## src/logic/corr_bus_pkg.sv

```systemverilog
`default_nettype none

package corr_bus_pkg;

   // ------------------------------
   // Bus address layout
   // ------------------------------
   localparam int ADR_W      = 4;
   localparam int UNIT_BIT   = 3;           // Selects the correlator unit
   localparam int PAIR_LSB   = 1;           // Pair field, bits 2..1
   localparam int PAIR_W     = 2;
   localparam int COMP_BIT   = 0;           // 0 for cosine, 1 for sine
   localparam int UNIT_ADR_W = ADR_W - 1;   // Address as seen by one unit

   // Read sequencer of the readout block
   typedef enum logic [1:0] {
      RD_IDLE,   // Ready for a new request
      RD_WAIT,   // Unit strobed, waiting on its ack
      RD_ACK     // ack_o high for one cycle
   } rd_state_e;

endpackage

`default_nettype wire

```

## src/logic/corr_cfg_pkg.sv

```systemverilog
`default_nettype none

package corr_cfg_pkg;

   // ------------------------------
   // Array sizes
   // ------------------------------
   localparam int NUM_ANT        = 8;   // Antennas, one re and one im sign bit each
   localparam int NUM_UNITS      = 2;   // Correlator units working side by side
   localparam int PAIRS_PER_UNIT = 4;   // Also the minimum sample spacing in cycles
   localparam int ACCUM_W        = 8;   // Visibility accumulator width
   localparam int ANT_IDX_W      = 3;
   localparam int PAIR_IDX_W     = $clog2(PAIRS_PER_UNIT);

   // ------------------------------
   // Antenna pairs per unit
   // ------------------------------
   // Index order is unit, pair, then antenna a (0) or b (1)
   localparam logic [ANT_IDX_W-1:0] PAIR_TABLE [NUM_UNITS][PAIRS_PER_UNIT][2] = '{
      '{'{3'd0, 3'd1}, '{3'd0, 3'd2}, '{3'd1, 3'd3}, '{3'd2, 3'd3}},   // Unit 0
      '{'{3'd4, 3'd5}, '{3'd4, 3'd6}, '{3'd5, 3'd7}, '{3'd6, 3'd7}}    // Unit 1
   };

   // Unit sequencer
   typedef enum logic {
      CS_IDLE,   // Waiting for a sample
      CS_RUN     // Stepping through the pairs
   } corr_state_e;

endpackage

`default_nettype wire

```

## src/logic/corr_bus_if.sv

```systemverilog
`default_nettype none

// ------------------------------
// Readout to unit read link
// ------------------------------
interface corr_bus_if;
   logic                               stb;   // One-cycle read strobe
   logic [corr_bus_pkg::UNIT_ADR_W-1:0] adr;   // Pair and component
   logic [corr_cfg_pkg::ACCUM_W-1:0]   dat;   // Inactive bank word
   logic                               ack;   // One cycle after stb
   logic                               ovf;   // Sticky overflow of the unit

   modport host (output stb, output adr, input dat, input ack, input ovf);
   modport unit (input stb, input adr, output dat, output ack, output ovf);
endinterface

// ------------------------------
// Antenna samples, shared by all units
// ------------------------------
interface corr_sample_if;
   logic                             en;   // Sample valid
   logic                             sw;   // Bank switch pulse
   logic [corr_cfg_pkg::NUM_ANT-1:0] re;   // Sign bits, real part
   logic [corr_cfg_pkg::NUM_ANT-1:0] im;   // Sign bits, imaginary part

   modport src (output en, output sw, output re, output im);
   modport dst (input en, input sw, input re, input im);
endinterface

`default_nettype wire

```

## src/logic/corr_array_top.sv

```systemverilog
`default_nettype none

module corr_array_top (
   input  wire logic                             clk_i,
   input  wire logic                             rst,

   // Read bus
   input  wire logic                             cyc_i,
   input  wire logic                             stb_i,
   input  wire logic                             we_i,
   input  wire logic [corr_bus_pkg::ADR_W-1:0]   adr_i,
   output logic                                  ack_o,
   output logic [corr_cfg_pkg::ACCUM_W-1:0]      dat_o,

   // Antenna samples
   input  wire logic                             en_i,
   input  wire logic                             sw_i,
   input  wire logic [corr_cfg_pkg::NUM_ANT-1:0] re_i,
   input  wire logic [corr_cfg_pkg::NUM_ANT-1:0] im_i,

   output logic                                  overflow_o
);

   // ------------------------------
   // Links
   // ------------------------------
   corr_sample_if smp ();
   corr_bus_if    bus0 ();   // Readout to unit 0
   corr_bus_if    bus1 ();   // Readout to unit 1

   assign smp.en = en_i;
   assign smp.sw = sw_i;
   assign smp.re = re_i;
   assign smp.im = im_i;

   // ------------------------------
   // Correlator units and readout
   // ------------------------------
   pair_correlator #(.UNIT(0)) u_corr0 (
      .clk_i (clk_i),
      .rst   (rst),
      .smp   (smp),
      .bus   (bus0)
   );

   pair_correlator #(.UNIT(1)) u_corr1 (
      .clk_i (clk_i),
      .rst   (rst),
      .smp   (smp),
      .bus   (bus1)
   );

   visibility_readout u_readout (
      .clk_i      (clk_i),
      .rst        (rst),
      .cyc_i      (cyc_i),
      .stb_i      (stb_i),
      .we_i       (we_i),
      .adr_i      (adr_i),
      .ack_o      (ack_o),
      .dat_o      (dat_o),
      .overflow_o (overflow_o),
      .u0         (bus0),
      .u1         (bus1)
   );

endmodule

`default_nettype wire

```

## src/logic/pair_correlator.sv

```systemverilog
`default_nettype none

module pair_correlator #(
   parameter int UNIT = 0   // Row of PAIR_TABLE handled by this unit
) (
   input wire logic   clk_i,
   input wire logic   rst,
   corr_sample_if.dst smp,
   corr_bus_if.unit   bus
);

   // Entries indexed by {bank, pair}
   logic [corr_cfg_pkg::ACCUM_W-1:0] cos_mem [2*corr_cfg_pkg::PAIRS_PER_UNIT];
   logic [corr_cfg_pkg::ACCUM_W-1:0] sin_mem [2*corr_cfg_pkg::PAIRS_PER_UNIT];

   corr_cfg_pkg::corr_state_e            state_q;
   logic [corr_cfg_pkg::PAIR_IDX_W-1:0]  pair_q;
   logic                                 bank_q;   // Active bank
   logic [corr_cfg_pkg::PAIRS_PER_UNIT-1:0] clr_q;  // Zero base on next update
   logic                                 ovf_q;
   logic                                 ack_q;
   logic [corr_cfg_pkg::ACCUM_W-1:0]     rd_dat_q;
   logic [corr_cfg_pkg::PAIR_IDX_W:0]    sweep_q = '0;   // Reset clear pointer
   logic [corr_cfg_pkg::NUM_ANT-1:0]     re_q, im_q;
   logic [corr_cfg_pkg::ANT_IDX_W-1:0]   ant_a, ant_b;
   logic [corr_cfg_pkg::PAIR_IDX_W:0]    wr_idx, rd_idx;
   logic [1:0]                           cos_inc, sin_inc;
   logic [corr_cfg_pkg::ACCUM_W-1:0]     cos_base, sin_base, cos_new, sin_new;
   logic [corr_cfg_pkg::ACCUM_W:0]       cos_sum, sin_sum;
   logic                                 sw_ok;

   // ------------------------------
   // Pair update datapath
   // ------------------------------
   assign ant_a  = corr_cfg_pkg::PAIR_TABLE[UNIT][pair_q][0];
   assign ant_b  = corr_cfg_pkg::PAIR_TABLE[UNIT][pair_q][1];
   assign wr_idx = {bank_q, pair_q};

   // Sign agreement counts, 0..2
   assign cos_inc = {1'b0, re_q[ant_a] ~^ re_q[ant_b]} + {1'b0, im_q[ant_a] ~^ im_q[ant_b]};
   assign sin_inc = {1'b0, im_q[ant_a] ~^ re_q[ant_b]} + {1'b0, re_q[ant_a] ~^ im_q[ant_b]};

   // First touch after a switch drops the old value
   assign cos_base = clr_q[pair_q] ? '0 : cos_mem[wr_idx];
   assign sin_base = clr_q[pair_q] ? '0 : sin_mem[wr_idx];

   assign cos_sum = {1'b0, cos_base} + {{(corr_cfg_pkg::ACCUM_W-1){1'b0}}, cos_inc};
   assign sin_sum = {1'b0, sin_base} + {{(corr_cfg_pkg::ACCUM_W-1){1'b0}}, sin_inc};

   // Saturate on carry out
   assign cos_new = cos_sum[corr_cfg_pkg::ACCUM_W] ? '1 : cos_sum[corr_cfg_pkg::ACCUM_W-1:0];
   assign sin_new = sin_sum[corr_cfg_pkg::ACCUM_W] ? '1 : sin_sum[corr_cfg_pkg::ACCUM_W-1:0];

   // Switch only between samples
   assign sw_ok = smp.sw && (state_q == corr_cfg_pkg::CS_IDLE);

   // ------------------------------
   // Sequencer and bank control
   // ------------------------------
   always_ff @(posedge clk_i) begin
      if (rst) begin
         state_q <= corr_cfg_pkg::CS_IDLE;
         pair_q  <= '0;
         bank_q  <= 1'b0;
         clr_q   <= '1;   // Every entry starts from zero
         ovf_q   <= 1'b0;
      end else begin
         if (sw_ok) begin
            bank_q <= ~bank_q;
            clr_q  <= '1;
            ovf_q  <= 1'b0;
         end else if (state_q == corr_cfg_pkg::CS_RUN) begin
            clr_q[pair_q] <= 1'b0;
            if (cos_sum[corr_cfg_pkg::ACCUM_W] || sin_sum[corr_cfg_pkg::ACCUM_W])
               ovf_q <= 1'b1;   // Sticky until switch or reset
         end

         // A new sample may land on the last pair cycle
         if (smp.en) begin
            state_q <= corr_cfg_pkg::CS_RUN;
            pair_q  <= '0;
         end else if (state_q == corr_cfg_pkg::CS_RUN) begin
            pair_q <= pair_q + 1'b1;
            if (pair_q == corr_cfg_pkg::PAIR_IDX_W'(corr_cfg_pkg::PAIRS_PER_UNIT - 1))
               state_q <= corr_cfg_pkg::CS_IDLE;
         end
      end
   end

   // Held for the whole pair walk
   always_ff @(posedge clk_i) begin
      if (smp.en) begin
         re_q <= smp.re;
         im_q <= smp.im;
      end
   end

   // ------------------------------
   // Accumulator memories
   // ------------------------------
   always_ff @(posedge clk_i) begin
      if (rst)
         sweep_q <= sweep_q + 1'b1;   // One entry per reset cycle
      else
         sweep_q <= '0;
   end

   always_ff @(posedge clk_i) begin
      if (rst) begin
         cos_mem[sweep_q] <= '0;
         sin_mem[sweep_q] <= '0;
      end else if (state_q == corr_cfg_pkg::CS_RUN) begin
         cos_mem[wr_idx] <= cos_new;
         sin_mem[wr_idx] <= sin_new;
      end
   end

   // ------------------------------
   // Bus side, inactive bank only
   // ------------------------------
   assign rd_idx = {~bank_q, bus.adr[corr_bus_pkg::PAIR_LSB +: corr_bus_pkg::PAIR_W]};

   always_ff @(posedge clk_i) begin
      if (rst)
         ack_q <= 1'b0;
      else
         ack_q <= bus.stb;   // Fixed one-cycle latency
   end

   always_ff @(posedge clk_i) begin
      if (bus.stb)
         rd_dat_q <= bus.adr[corr_bus_pkg::COMP_BIT] ? sin_mem[rd_idx] : cos_mem[rd_idx];
   end

   assign bus.ack = ack_q;
   assign bus.dat = rd_dat_q;
   assign bus.ovf = ovf_q;

endmodule

`default_nettype wire

```

## src/logic/visibility_readout.sv

```systemverilog
`default_nettype none

module visibility_readout (
   input  wire logic                             clk_i,
   input  wire logic                             rst,
   input  wire logic                             cyc_i,
   input  wire logic                             stb_i,
   input  wire logic                             we_i,
   input  wire logic [corr_bus_pkg::ADR_W-1:0]   adr_i,
   output logic                                  ack_o,
   output logic [corr_cfg_pkg::ACCUM_W-1:0]      dat_o,
   output logic                                  overflow_o,
   corr_bus_if.host                              u0,
   corr_bus_if.host                              u1
);

   corr_bus_pkg::rd_state_e               state_q;
   logic                                  stb_q;    // Unit strobe, one cycle
   logic                                  unit_q;   // Addressed unit
   logic                                  wr_q;
   logic [corr_bus_pkg::UNIT_ADR_W-1:0]   adr_q;
   logic [corr_cfg_pkg::ACCUM_W-1:0]      dat_q;
   logic                                  req, sel_ack;
   logic [corr_cfg_pkg::ACCUM_W-1:0]      sel_dat;

   assign req     = cyc_i && stb_i;
   assign sel_ack = unit_q ? u1.ack : u0.ack;   // Response mux
   assign sel_dat = unit_q ? u1.dat : u0.dat;

   // ------------------------------
   // Read sequencer
   // ------------------------------
   always_ff @(posedge clk_i) begin
      if (rst) begin
         state_q <= corr_bus_pkg::RD_IDLE;
         stb_q   <= 1'b0;
      end else begin
         stb_q <= 1'b0;
         case (state_q)
            corr_bus_pkg::RD_IDLE: if (req) begin
               state_q <= corr_bus_pkg::RD_WAIT;
               stb_q   <= 1'b1;
            end
            corr_bus_pkg::RD_WAIT: if (sel_ack) state_q <= corr_bus_pkg::RD_ACK;
            default:               state_q <= corr_bus_pkg::RD_IDLE;   // RD_ACK lasts one cycle
         endcase
      end
   end

   // Request fields and returned word
   always_ff @(posedge clk_i) begin
      if (state_q == corr_bus_pkg::RD_IDLE && req) begin
         unit_q <= adr_i[corr_bus_pkg::UNIT_BIT];
         adr_q  <= adr_i[corr_bus_pkg::UNIT_ADR_W-1:0];
         wr_q   <= we_i;
      end
      if (state_q == corr_bus_pkg::RD_WAIT && sel_ack)
         dat_q <= wr_q ? '0 : sel_dat;   // Writes return nothing useful
   end

   // Strobe goes only to the chosen unit
   assign u0.stb = stb_q && !unit_q;
   assign u1.stb = stb_q && unit_q;
   assign u0.adr = adr_q;
   assign u1.adr = adr_q;

   assign ack_o      = (state_q == corr_bus_pkg::RD_ACK);
   assign dat_o      = dat_q;
   assign overflow_o = u0.ovf | u1.ovf;   // Either unit saturated

endmodule

`default_nettype wire

```

## config.mk

```make
export PLATFORM = sky130hd
export DESIGN_NAME = corr_array_top
export DESIGN_NICKNAME = d
export VERILOG_FILES = /design/src/logic/corr_bus_pkg.sv /design/src/logic/corr_cfg_pkg.sv /design/src/logic/corr_bus_if.sv /design/src/logic/corr_array_top.sv /design/src/logic/pair_correlator.sv /design/src/logic/visibility_readout.sv
export SDC_FILE = /design/constraint.sdc
export NUM_CORES = 1
export LEC_CHECK = 0
export ABC_AREA = 1
export BUFFER_PORTS_ARGS = -buffer_cell sky130_fd_sc_hd__buf_4
export CORE_ASPECT_RATIO = 1.1
export CORE_UTILIZATION = 64
export CTS_BUF_LIST = sky130_fd_sc_hd__clkbuf_4
export CTS_CLUSTER_DIAMETER = 60
export DETAILED_ROUTE_END_ITERATION = 7
export PLACE_DENSITY = 0.81
export SKIP_LAST_GASP = 1
export SLEW_MARGIN = 20
export SYNTH_ARGS = -nofsm -noshare
export SYNTH_HDL_FRONTEND = slang
export SYNTH_SLANG_ARGS = --single-unit
```

## constraint.sdc

```tcl
create_clock -name clk_i -period 8.4 [get_ports clk_i]
set_input_delay 1.68 -clock clk_i [delete_from_list [all_inputs] [get_ports clk_i]]
set_output_delay 1.68 -clock clk_i [all_outputs]
set_load 0.05 [all_outputs]
```

### After elaboration in Yosys (flattened, before gate mapping)

Memories as Yosys holds them, arrays and structs flattened.
Index checks and enable logic that the tools add are counted.

| storage, ports and cells | value |
|---|---|
| bits in registers | 74 |
| output and inout bits | 10 |
| memories | 4 |
| memory bits (writable) | 256 |

| operators by class | value |
|---|---|
| add/subtract/negate cells | 12 |
| mux-type cells | 72 |
| bitwise gates (word level) | 20 |
| reduce and logical (&&, ||, !) cells | 24 |
| equality and inequality tests | 6 |
| $lt $le $gt $ge | 10 |

Memory list:

| name | words | bits a word | rd ports | clocked after memory_dff | wr ports | line | RTL |
|---|---|---|---|---|---|---|---|
| u_corr0.cos_mem | 8 | 8 | 2 | 0 | 1 | pair_correlator.sv:13 | `logic [corr_cfg_pkg::ACCUM_W-1:0] cos_mem [2*corr_cfg_pkg::PAIRS_PER_UNIT];` |
| u_corr0.sin_mem | 8 | 8 | 2 | 0 | 1 | pair_correlator.sv:14 | `logic [corr_cfg_pkg::ACCUM_W-1:0] sin_mem [2*corr_cfg_pkg::PAIRS_PER_UNIT];` |
| u_corr1.cos_mem | 8 | 8 | 2 | 0 | 1 | pair_correlator.sv:13 |  |
| u_corr1.sin_mem | 8 | 8 | 2 | 0 | 1 | pair_correlator.sv:14 |  |

Operator list:

| kind | count |
|---|---|
| $mux W8 | 15 |
| $add A8 B2 Y9 | 4 |
| $mux W1 | 32 |
| $reduce_or A8 Y1 | 4 |
| $bmux W1 S3 | 8 |
| $bmux W6 S2 | 2 |
| $mux W6 | 4 |
| $lt A3 B4 Y1 const B | 4 |
| $mux W3 | 4 |
| $logic_and A1 B1 Y1 | 9 |
| $add A1 B1 Y2 | 4 |
| $and A4 B4 Y4 | 2 |
| $not A4 Y4 | 2 |
| $reduce_or A2 Y1 | 4 |
| $xnor A1 B1 Y1 | 8 |
| $add A3 B1 Y3 const B | 2 |
| $eq A2 B2 Y1 const B | 3 |
| $ge A3 B3 Y1 const B | 2 |
| $lt A2 B3 Y1 const B | 2 |
| $not A2 Y3 | 2 |
| $reduce_and A2 Y1 | 3 |
| $not A1 Y1 | 5 |
| $add A2 B1 Y2 const B | 2 |
| $bmux W1 S2 | 2 |
| other kinds (10) | 15 |

### Logic depth before layout (Yosys ltp)

Gate-level depths: netlist of the first run.

| logic depth | value |
|---|---|
| word-level depth | 11 |
| depth in mapped cells | 17 |
| gate-level depth less buffers | 15 |

### Modules after synthesis

Synthesis of the first run repeated with hierarchy kept, for this count alone.

| second synthesis, totals | value |
|---|---|
| cells, all modules | 1937 |
| area, all modules | 17276.6 um^2 |

Modules (own cells, without submodules):

| module | area each (um^2) | cells each | instances | seq. area each (um^2) |
|---|---|---|---|---|
| pair_correlator (u_corr1) | 8280.4 | 936 | 1 | 4584.4 |
| pair_correlator (u_corr0) | 8266.7 | 928 | 1 | 4584.4 |
| visibility_readout | 729.4 | 73 | 1 | 450.4 |

### Worst setup path after synthesis of the first run

No wires, ideal clock.

| path | value |
|---|---|
| kind | in2reg |
| start point | input rst |
| end point | memory u_corr1.cos_mem[1][0] (netlist bit) (enable) |
| path slack | 4.672 ns |
| setup time | 0.388 ns |
| required time | 8.012 ns |
| stages on the path | 6 |
| path buffers | 1 |
| arrival | 3.340 ns |
| cell sequence | buf_2 > nor2_1 > inv_1 > o21ai_0 > nand2_1 > nor2_1 |

| between the ends | value |
|---|---|
| cells in the longest elaborated chain, start to end | 4 |

Ends and longest elaborated chain:

| item | line | RTL |
|---|---|---|
| start, declared | corr_array_top.sv:5 | `input wire logic rst,` |
| $mux W1 | pair_correlator.sv:109 | `if (rst) begin` |
| $mux W1 (not written as such) | pair_correlator.sv:113 | `cos_mem[wr_idx] <= cos_new;` |
| $reduce_or A8 Y1 (no line) | -- |  |
| $mux W3 (no line) or $mux W1 (tied branches) | -- |  |
| end, declared | pair_correlator.sv:13 |  |

Several ways; a longest one is shown, not always the timed one.

### Final worst setup path of the first run

| path | value |
|---|---|
| start point | register u_corr1.pair_q[1] (netlist bit) |
| end point | memory u_corr1.sin_mem[4][3] (netlist bit), data pin |

| between the ends | value |
|---|---|
| cells in the longest elaborated chain, start to end | 11 |

Ends and longest elaborated chain:

| item | line | RTL |
|---|---|---|
| start, declared | pair_correlator.sv:17 | `logic [corr_cfg_pkg::PAIR_IDX_W-1:0] pair_q;` |
| start signal, assigned | pair_correlator.sv:83 | `pair_q <= pair_q + 1'b1;` |
| $not A2 Y3 (not written as such) | pair_correlator.sv:35, pair_correlator.sv:36 |  |
| $bmux W6 S2 | pair_correlator.sv:35, pair_correlator.sv:36 |  |
| $mux W6 (not written as such) (2 in series) | pair_correlator.sv:35 | `assign ant_a = corr_cfg_pkg::PAIR_TABLE[UNIT][pair_q][0];` |
| $bmux W1 S3 | pair_correlator.sv:41 | `assign sin_inc = {1'b0, im_q[ant_a] ~^ re_q[ant_b]} + {1'b0, re_q[ant_a] ~^ im_q[ant_b]};` |
| $mux W1 (not written as such) | pair_correlator.sv:41 |  |
| $xnor A1 B1 Y1 | pair_correlator.sv:41 |  |
| $add A1 B1 Y2 | pair_correlator.sv:41 |  |
| $add A8 B2 Y9 * | pair_correlator.sv:48 | `assign sin_sum = {1'b0, sin_base} + {{(corr_cfg_pkg::ACCUM_W-1){1'b0}}, sin_inc};` |
| $mux W8 * | pair_correlator.sv:52 | `assign sin_new = sin_sum[corr_cfg_pkg::ACCUM_W] ? '1 : sin_sum[corr_cfg_pkg::ACCUM_W-1:0];` |
| $mux W8 (no line) * | -- |  |
| end, declared | pair_correlator.sv:14 |  |

Every way passes the cells marked *; elsewhere a longest branch is shown, timed or not. The select of a mux whose other input is x is not followed.

==> qor.tcl, run 1 <==
set qor(drv.max_cap_violation_count) 0
set qor(dr.first_iter.drc_count) 1667
set qor(critical-path-top-cell-by-count) {sky130_fd_sc_hd__a21oi_1}
set qor(filler_cell_count) 1931
set qor(ys_seq_elements) 330
set qor(area_enclosed_by_the_die_boundary_um2) 27400
set qor(floorplan.io_pins) 37
set qor(yosys_warnings) 0
set qor(synth.cell_area_um2) 17100
set qor(grt_start_max_net_pins) 253
set qor(drc_errors) 0
set qor(tritoncts) {done}
set qor(power_leakage_nw) 7.75
set qor(die_w_um) 158
set qor(rsz0062_at_grt) {no}
set qor(cp_slowest_stage_delay_ns) 1.09
set qor(worst_ir_drop_vdd_uv) 141
set qor(post_synth_most_frequent_cells) {459 x sky130_fd_sc_hd__nand2_1, 301 x sky130_fd_sc_hd__edfxtp_1, 250 x sky130_fd_sc_hd__inv_1}
set qor(global_route.overflow_total) 0
set qor(clock_insertion_delay_worst_skew_ns) 0.74
set qor(min_path_type) {flip-flop to flip-flop}
set qor(timing.slew.headroom_pct) 23.9
set qor(drt-total-wl_mm) 41.9
set qor(master_cell_of_the_clock_root_buffer) {sky130_fd_sc_hd__clkbuf_4}
set qor(synthesis.nets) 1967
set qor(critical_path_arrival_ns) 5.28
set qor(final_net_count) 2000
set qor(postCtsResizedCells) 0
set qor(post-dp-hpwl_mm) 25.3
set qor(num_vias) 14000
set qor(grt_antenna_before_repair) 3
set qor(multiInputGateArea_um2) 5950
set qor(crit_required_ns) 8.81
set qor(postCtsHoldBufs) 0
set qor(post-route-period-util_pct) 57.9
set qor(wl_met2_mm) 19.1
set qor(wl_per_cell_um) 17.6
set qor(floorplan.rows) 62
set qor(clock_skew_ns) 0.0644
set qor(clk_pin_slew_worst_paths_ns) 0.07
set qor(cts.path.max_buffers) 3
set qor(antenna_violating_nets_post_route) 0
set qor(design.core.area_um2) 26100
set qor(ys_dominant_reg_cell) {sky130_fd_sc_hd__edfxtp_1}
set qor(crit_chain) {inv_1 > ha_1 > o21ai_0 > a21oi_1 > a21oi_1 > xnor2_1 > fa_1 > ha_1 > nand4_1 > nor2_2 > nand2_2 > a21oi_1}
set qor(finalHoldViolations) 0
set qor(first_global_vias) 13100
set qor(final_critical_path_setup_slack_ns) 3.54
set qor(maxSlewViolCount) 0
set qor(grt_pass1_wl_mm) 65.8
set qor(avgViaCountPerCell) 5.88
set qor(worst_path_max_delay_cell) {sky130_fd_sc_hd__dfxtp_2}
set qor(all_layer_global_routing_usage_pct) 31.3
set qor(route.met3.wl_mm) 4.94
set qor(run_status) {complete, no violations}
set qor(clkSinkCount) 330
set qor(place.port_buffers) 36
set qor(synthMostInstantiatedCell) {sky130_fd_sc_hd__nand2_1}
set qor(syn_inst) 1922
set qor(drive_above_1_share_pct) 11.2
set qor(m1WireLength_mm) 16.3
set qor(setup_tns_ns) 0
set qor(critPathBufInv) 1
set qor(cellPowerDensity_nw_per_um2) 209
set qor(finalSetupViolations) 0
set qor(cts_buffers) 80
set qor(timing.setup.critical_path_class) {flip-flop to flip-flop}
set qor(register_area_um2) 9630
set qor(postSynthAreaPerCell_um2) 8.89
set qor(crit_path_time_final_ns) 4.86
set qor(fmax_ghz) 0.206
set qor(post-synth-top-area-cell) {sky130_fd_sc_hd__edfxtp_1}
set qor(synth_enable_flop_cells) 301
set qor(global_placer_s_final_weighted_congestion) 0.873
set qor(die_y_um) 173
set qor(post-cts-setup-buffer-count) 0
set qor(highest_layer) {met5}
set qor(ys_seq_area_share_pct) 56.3
set qor(detailedPlace.worstSlack_ns) 3.74
set qor(synth-async-reset-ratio_pct) 0
set qor(worst_setup_path_start_kind) {flip-flop}
set qor(worst-slew-pin-transition_ns) 1.14
set qor(crit_path_max_fanout) 52
set qor(top_cells_by_area_synth) {sky130_fd_sc_hd__edfxtp_1 53%, sky130_fd_sc_hd__nand2_1 10%, sky130_fd_sc_hd__inv_1 5.5%}
set qor(timing.critical_path.to_type) {flip-flop}
set qor(crit_family) {flip-flops}
set qor(synth_top_cell_area_share_pct) 52.9
set qor(htreeDepth) 3
set qor(netlist-cell-type-count) 37
set qor(area_growth_syn_to_layout_pct) 8.64
set qor(floorplan.initialDensity_pct) 65.4
set qor(first_pass_iters) 6
-- stage by stage --
stage / power (mW) / cell area [µm²] / util (%) / hold WS, ns / std cells
4_1_cts: 3.88 / 18600 / 71.0 / 0.454 / 2374
5_1_grt: 4.03 / 18600 / 71.0 / 0.477 / 2375
2_1_floorplan: 2.32 / 17100 / - / 0.417 / 1922
6_report: 3.88 / 18600 / 71.0 / 0.459 / 2376
3_3_place_gp: 2.45 / 17400 / 66.7 / 0.434 / 2225
3_5_place_dp: 2.47 / 17400 / 66.7 / 0.442 / 2225
-- routing by layer --
layer | GRT usage (%) | up-vias
li1 | - | 6595
met1 | 41.3 | 6401
met2 | 48.1 | 852
met3 | 7.70 | 128
met4 | 15.6 | 2
met5 | 0 | -
-- area by class of cell --
type / count / share of cell area, %
clock buffer: 112 / 4.53
clock inverter: 37 / 1.53
inverter: 253 / 5.11
tap: 352 / 2.37
antenna: 2 / 0.0269
timing repair buffer: 62 / 2.57
multi-input combinational: 1228 / 32.0
sequential: 330 / 51.8
-- state kept, by name, summed over array words and instances (netlist names), 3 cells and up --
register / flops
u_corr0.sweep_q: 3
u_corr0.sin_mem: 64
u_corr1.cos_mem: 64
u_corr1.clr_q: 4
u_readout.dat_o: 8
u_corr0.bus.dat: 8
u_corr1.bus.dat: 8
u_corr1.sin_mem: 64
u_corr1.sweep_q: 3
u_corr1.re_q: 8
u_corr1.im_q: 8
u_readout.u0.adr: 3
u_corr0.clr_q: 4
u_corr0.cos_mem: 64
-- cell usage in the layout, fill, tap and decap left out, types with 7 or more instances in the layout --
master                     instances
sky130_fd_sc_hd__a21oi_1         175
sky130_fd_sc_hd__buf_4            61
sky130_fd_sc_hd__clkbuf_4        112
sky130_fd_sc_hd__clkinv_1         19
sky130_fd_sc_hd__clkinv_2         11
sky130_fd_sc_hd__dfxtp_1          24
sky130_fd_sc_hd__edfxtp_1        301
sky130_fd_sc_hd__ha_1             14
sky130_fd_sc_hd__inv_1           250
sky130_fd_sc_hd__nand2_1         459
sky130_fd_sc_hd__nand3_1         121
sky130_fd_sc_hd__nand4_1           8
sky130_fd_sc_hd__nor2_1          131
sky130_fd_sc_hd__nor2_2           11
sky130_fd_sc_hd__o211ai_1         40
sky130_fd_sc_hd__o21ai_0         176
sky130_fd_sc_hd__o21ai_1           8
sky130_fd_sc_hd__o221ai_1         21
sky130_fd_sc_hd__o22ai_1           7
sky130_fd_sc_hd__xor2_1           11
-- worst register-to-register path: cells and delay by family, from the launching register on --
family	cells	cell delay (ns)
and+or+nand+nor	3	0.55
AOI/OAI and AO/OA	4	1.02
DFF	1	1.09
buffers and inverters	1	0.80
adders and majority gates	3	0.94
xor gates and xnor gates	1	0.19
-- logic make-up after synthesis --
| logic type | synth area share [%] |
|---|---|
| adder cells (fa/ha/maj) | 1.49 |
| buffers and inverters | 8.94 |
| multiplexers | 0.293 |
| AO/OA/AOI/OAI | 14.3 |
| XOR/XNOR | 0.871 |
| flip-flops | 56.3 |
| AND/OR/NAND/NOR | 17.8 |
-- worst paths after layout --
check | startpoint | end | slack, ns | cells after the start
worst max-delay path | u_corr1.pair_q[1] | u_corr1.sin_mem[4][3] | 3.54 | 12
worst min-delay path | u_corr0.bus.ovf | u_corr0.bus.ovf | 0.46 | 2
worst max register to register | u_corr1.pair_q[1] | u_corr1.sin_mem[4][3] | 3.54 | 12
worst min register to register | u_corr0.bus.ovf | u_corr0.bus.ovf | 0.46 | 2
-- power by group --
part / internal, mW / switching [mW]
Combinational: 0.150 / 0.361
Sequential: 1.89 / 0.0418
Clock: 0.779 / 0.653
Note: power is estimated with default switching activity, not from simulation.
==> run 2: changes to the inputs <==
==> constraint.sdc (replaced) <==
create_clock -name clk_i -period 4.68 [get_ports clk_i]
set_input_delay 0.936 -clock clk_i [delete_from_list [all_inputs] [get_ports clk_i]]
set_output_delay 0.936 -clock clk_i [all_outputs]
set_load 0.05 [all_outputs]
==> run 2 against run 1 <==
Combinational power grew 90%; global-route usage up 2.1 points; non-clock buffer count increased by 19; flip-flop and latch count stayed put; die area did not move; sequential power increased by 79%; register-to-register slack lost 2.6 ns; core utilization is 0.43 points higher; critical path depth rose by 1; setup slack worse by 2.6 ns; sequential share of layout area is 0.32 points lower; largest power group unchanged.
==> qor.tcl, run 2 (synthesis gave the netlist of run 1 again) <==
set qor(min_path_type) {primary input to flip-flop}
set qor(register_area_um2) 9630
set qor(master_cell_of_the_clock_root_buffer) {sky130_fd_sc_hd__clkbuf_4}
set qor(grt_antenna_before_repair) 1
set qor(drv.max_cap_violation_count) 0
set qor(maxSlewViolCount) 0
set qor(grt_pass1_wl_mm) 70.1
set qor(layout.core_utilization_pct) 71.5
set qor(num_vias) 14500
set qor(finalHoldViolations) 0
set qor(die_y_um) 173
set qor(setup_tns_ns) 0
set qor(crit_path_time_final_ns) 3.77
set qor(crit_path_max_fanout) 22
set qor(worst_ir_drop_vdd_uv) 259
set qor(floorplan.io_pins) 37
set qor(worst_setup_path_start_kind) {flip-flop}
set qor(avgViaCountPerCell) 6.08
set qor(post_layout_nonfiller_instances) 2389
set qor(cellPowerDensity_nw_per_um2) 367
set qor(critical_path_arrival_ns) 4.11
set qor(dr.first_iter.drc_count) 1881
set qor(drc_errors) 0
set qor(run_status) {complete, no violations}
set qor(hold_end) {u_corr1.im_q[3]}
set qor(crit-reg2reg-capture) {u_corr0.cos_mem[6][6]}
set qor(worst_hold_path.num_cells) 1
set qor(design.core.area_um2) 26100
set qor(post-cts-setup-buffer-count) 0
set qor(clock_skew_ns) 0.0487
set qor(timing.setup.critical_path_class) {flip-flop to flip-flop}
set qor(drt-total-wl_mm) 44.4
set qor(worst-slew-pin-transition_ns) 1.07
set qor(area_enclosed_by_the_die_boundary_um2) 27400
set qor(post-dp-hpwl_mm) 28.3
set qor(worst-r2r-setup-slack_ns) 0.91
set qor(cts.path.max_buffers) 3
set qor(drive_above_1_share_pct) 12.4
set qor(die_w_um) 158
set qor(clock_insertion_delay_worst_skew_ns) 0.71
set qor(multiInputGateArea_um2) 5950
set qor(layout.cells.most_common_list) {459 x sky130_fd_sc_hd__nand2_1, 301 x sky130_fd_sc_hd__edfxtp_1, 250 x sky130_fd_sc_hd__inv_1, 176 x sky130_fd_sc_hd__o21ai_0, 175 x sky130_fd_sc_hd__a21oi_1}
set qor(r2r-start) {u_corr0.pair_q[0]}
set qor(floorplan.rows) 62
set qor(timing.hold.ws_ns) 0.401
set qor(first_global_vias) 13800
set qor(global_placer_s_final_weighted_congestion) 0.938
set qor(antenna_violating_nets_post_route) 0
set qor(clkSinkCount) 330
set qor(finalSetupViolations) 0
set qor(filler_cell_count) 1899
set qor(all_layer_global_routing_usage_pct) 33.3
set qor(crit_required_ns) 5.02
set qor(final_net_count) 2022
set qor(postCtsResizedCells) 0
set qor(cts_buffers) 83
set qor(placed_insts) 2244
set qor(timing.critical_path.to_type) {flip-flop}
set qor(clk_pin_slew_worst_paths_ns) 0.06
set qor(tritoncts) {done}
set qor(place.port_buffers) 36
set qor(post-route-period-util_pct) 80.6
set qor(postCtsHoldBufs) 0
set qor(worstHoldStart) {im_i[3]}
set qor(wl_per_cell_um) 18.6
set qor(timing.slew.headroom_pct) 28.5
set qor(rsz0062_at_grt) {no}
set qor(report.power.total_mw) 6.86
set qor(first_pass_iters) 6
set qor(power_leakage_nw) 7.84
set qor(final_common_cell) {sky130_fd_sc_hd__nand2_1}
set qor(global_route.overflow_total) 0
set qor(area_growth_syn_to_layout_pct) 9.30
set qor(floorplan.initialDensity_pct) 65.4
set qor(htreeDepth) 3
set qor(fmax_ghz) 0.265
set qor(ff2ff_path_depth) 13
set qor(grt_start_max_net_pins) 114
## run 2: worst max-delay path by stage
stage | start | end | slack [ns]
after floorplan | u_corr0.pair_q[0] | u_corr0.cos_mem[0][6] | 1.65
after global placement | rst | u_corr0.cos_mem[0][6] | 1.08
after detailed placement | rst | u_corr0.cos_mem[0][6] | 0.97
after CTS | u_corr0.pair_q[0] | u_corr0.cos_mem[4][6] | 1.01
after global routing | u_corr1.pair_q[0] | u_corr1.cos_mem[0][6] | 0.71
final | u_corr0.pair_q[0] | u_corr0.cos_mem[6][6] | 0.91
## run 2: layout make-up
class | instances | share of cell area, %
Antenna cell | 1 | 0.0134
Clock buffer | 134 | 5.38
Clock inverter | 10 | 0.221
Inverter | 253 | 5.08
Multi-Input combinational cell | 1228 | 31.8
Sequential cell | 330 | 51.5
Tap cell | 352 | 2.36
Timing Repair Buffer | 81 | 3.59
## run 2: worst max-delay path, stage by stage (launching register included)
cell	delay, ns
sky130_fd_sc_hd__dfxtp_4	0.36
sky130_fd_sc_hd__inv_2	0.38
sky130_fd_sc_hd__ha_1	0.26
sky130_fd_sc_hd__inv_1	0.09
sky130_fd_sc_hd__a21oi_1	0.19
sky130_fd_sc_hd__a32o_1	0.24
sky130_fd_sc_hd__xnor2_1	0.12
sky130_fd_sc_hd__fa_1	0.48
sky130_fd_sc_hd__ha_1	0.23
sky130_fd_sc_hd__nand4_1	0.16
sky130_fd_sc_hd__nor2_2	0.08
sky130_fd_sc_hd__inv_1	0.08
sky130_fd_sc_hd__nor3_1	0.04
sky130_fd_sc_hd__nor3_1	0.69
## run 2: routing by layer
layer / up-vias / track usage (%) / routed length, µm
li1: 6630 / - / -
met2: 1019 / 51.7 / 20600
met4: 0 / 16.1 / 1740
met1: 6706 / 45.0 / 16900
met5: - / 0 / 0
met3: 173 / 6.60 / 5220
## run 2: where the power goes
group          switching [mW]  internal (mW)  leakage (nW)
Combinational           0.684          0.285          4.12
Clock                    1.14           1.29         0.645
Sequential             0.0679           3.40          3.08
Total                    1.89           4.97          7.84
## run 2: stage by stage
stage / instance area, µm² / worst slack, ns
after floorplan: 17100 / 1.65
after global placement: 17600 / 1.08
after detailed placement: 17600 / 0.971
after CTS: 18700 / 1.01
after global routing: 18700 / 0.712
final: 18700 / 0.909
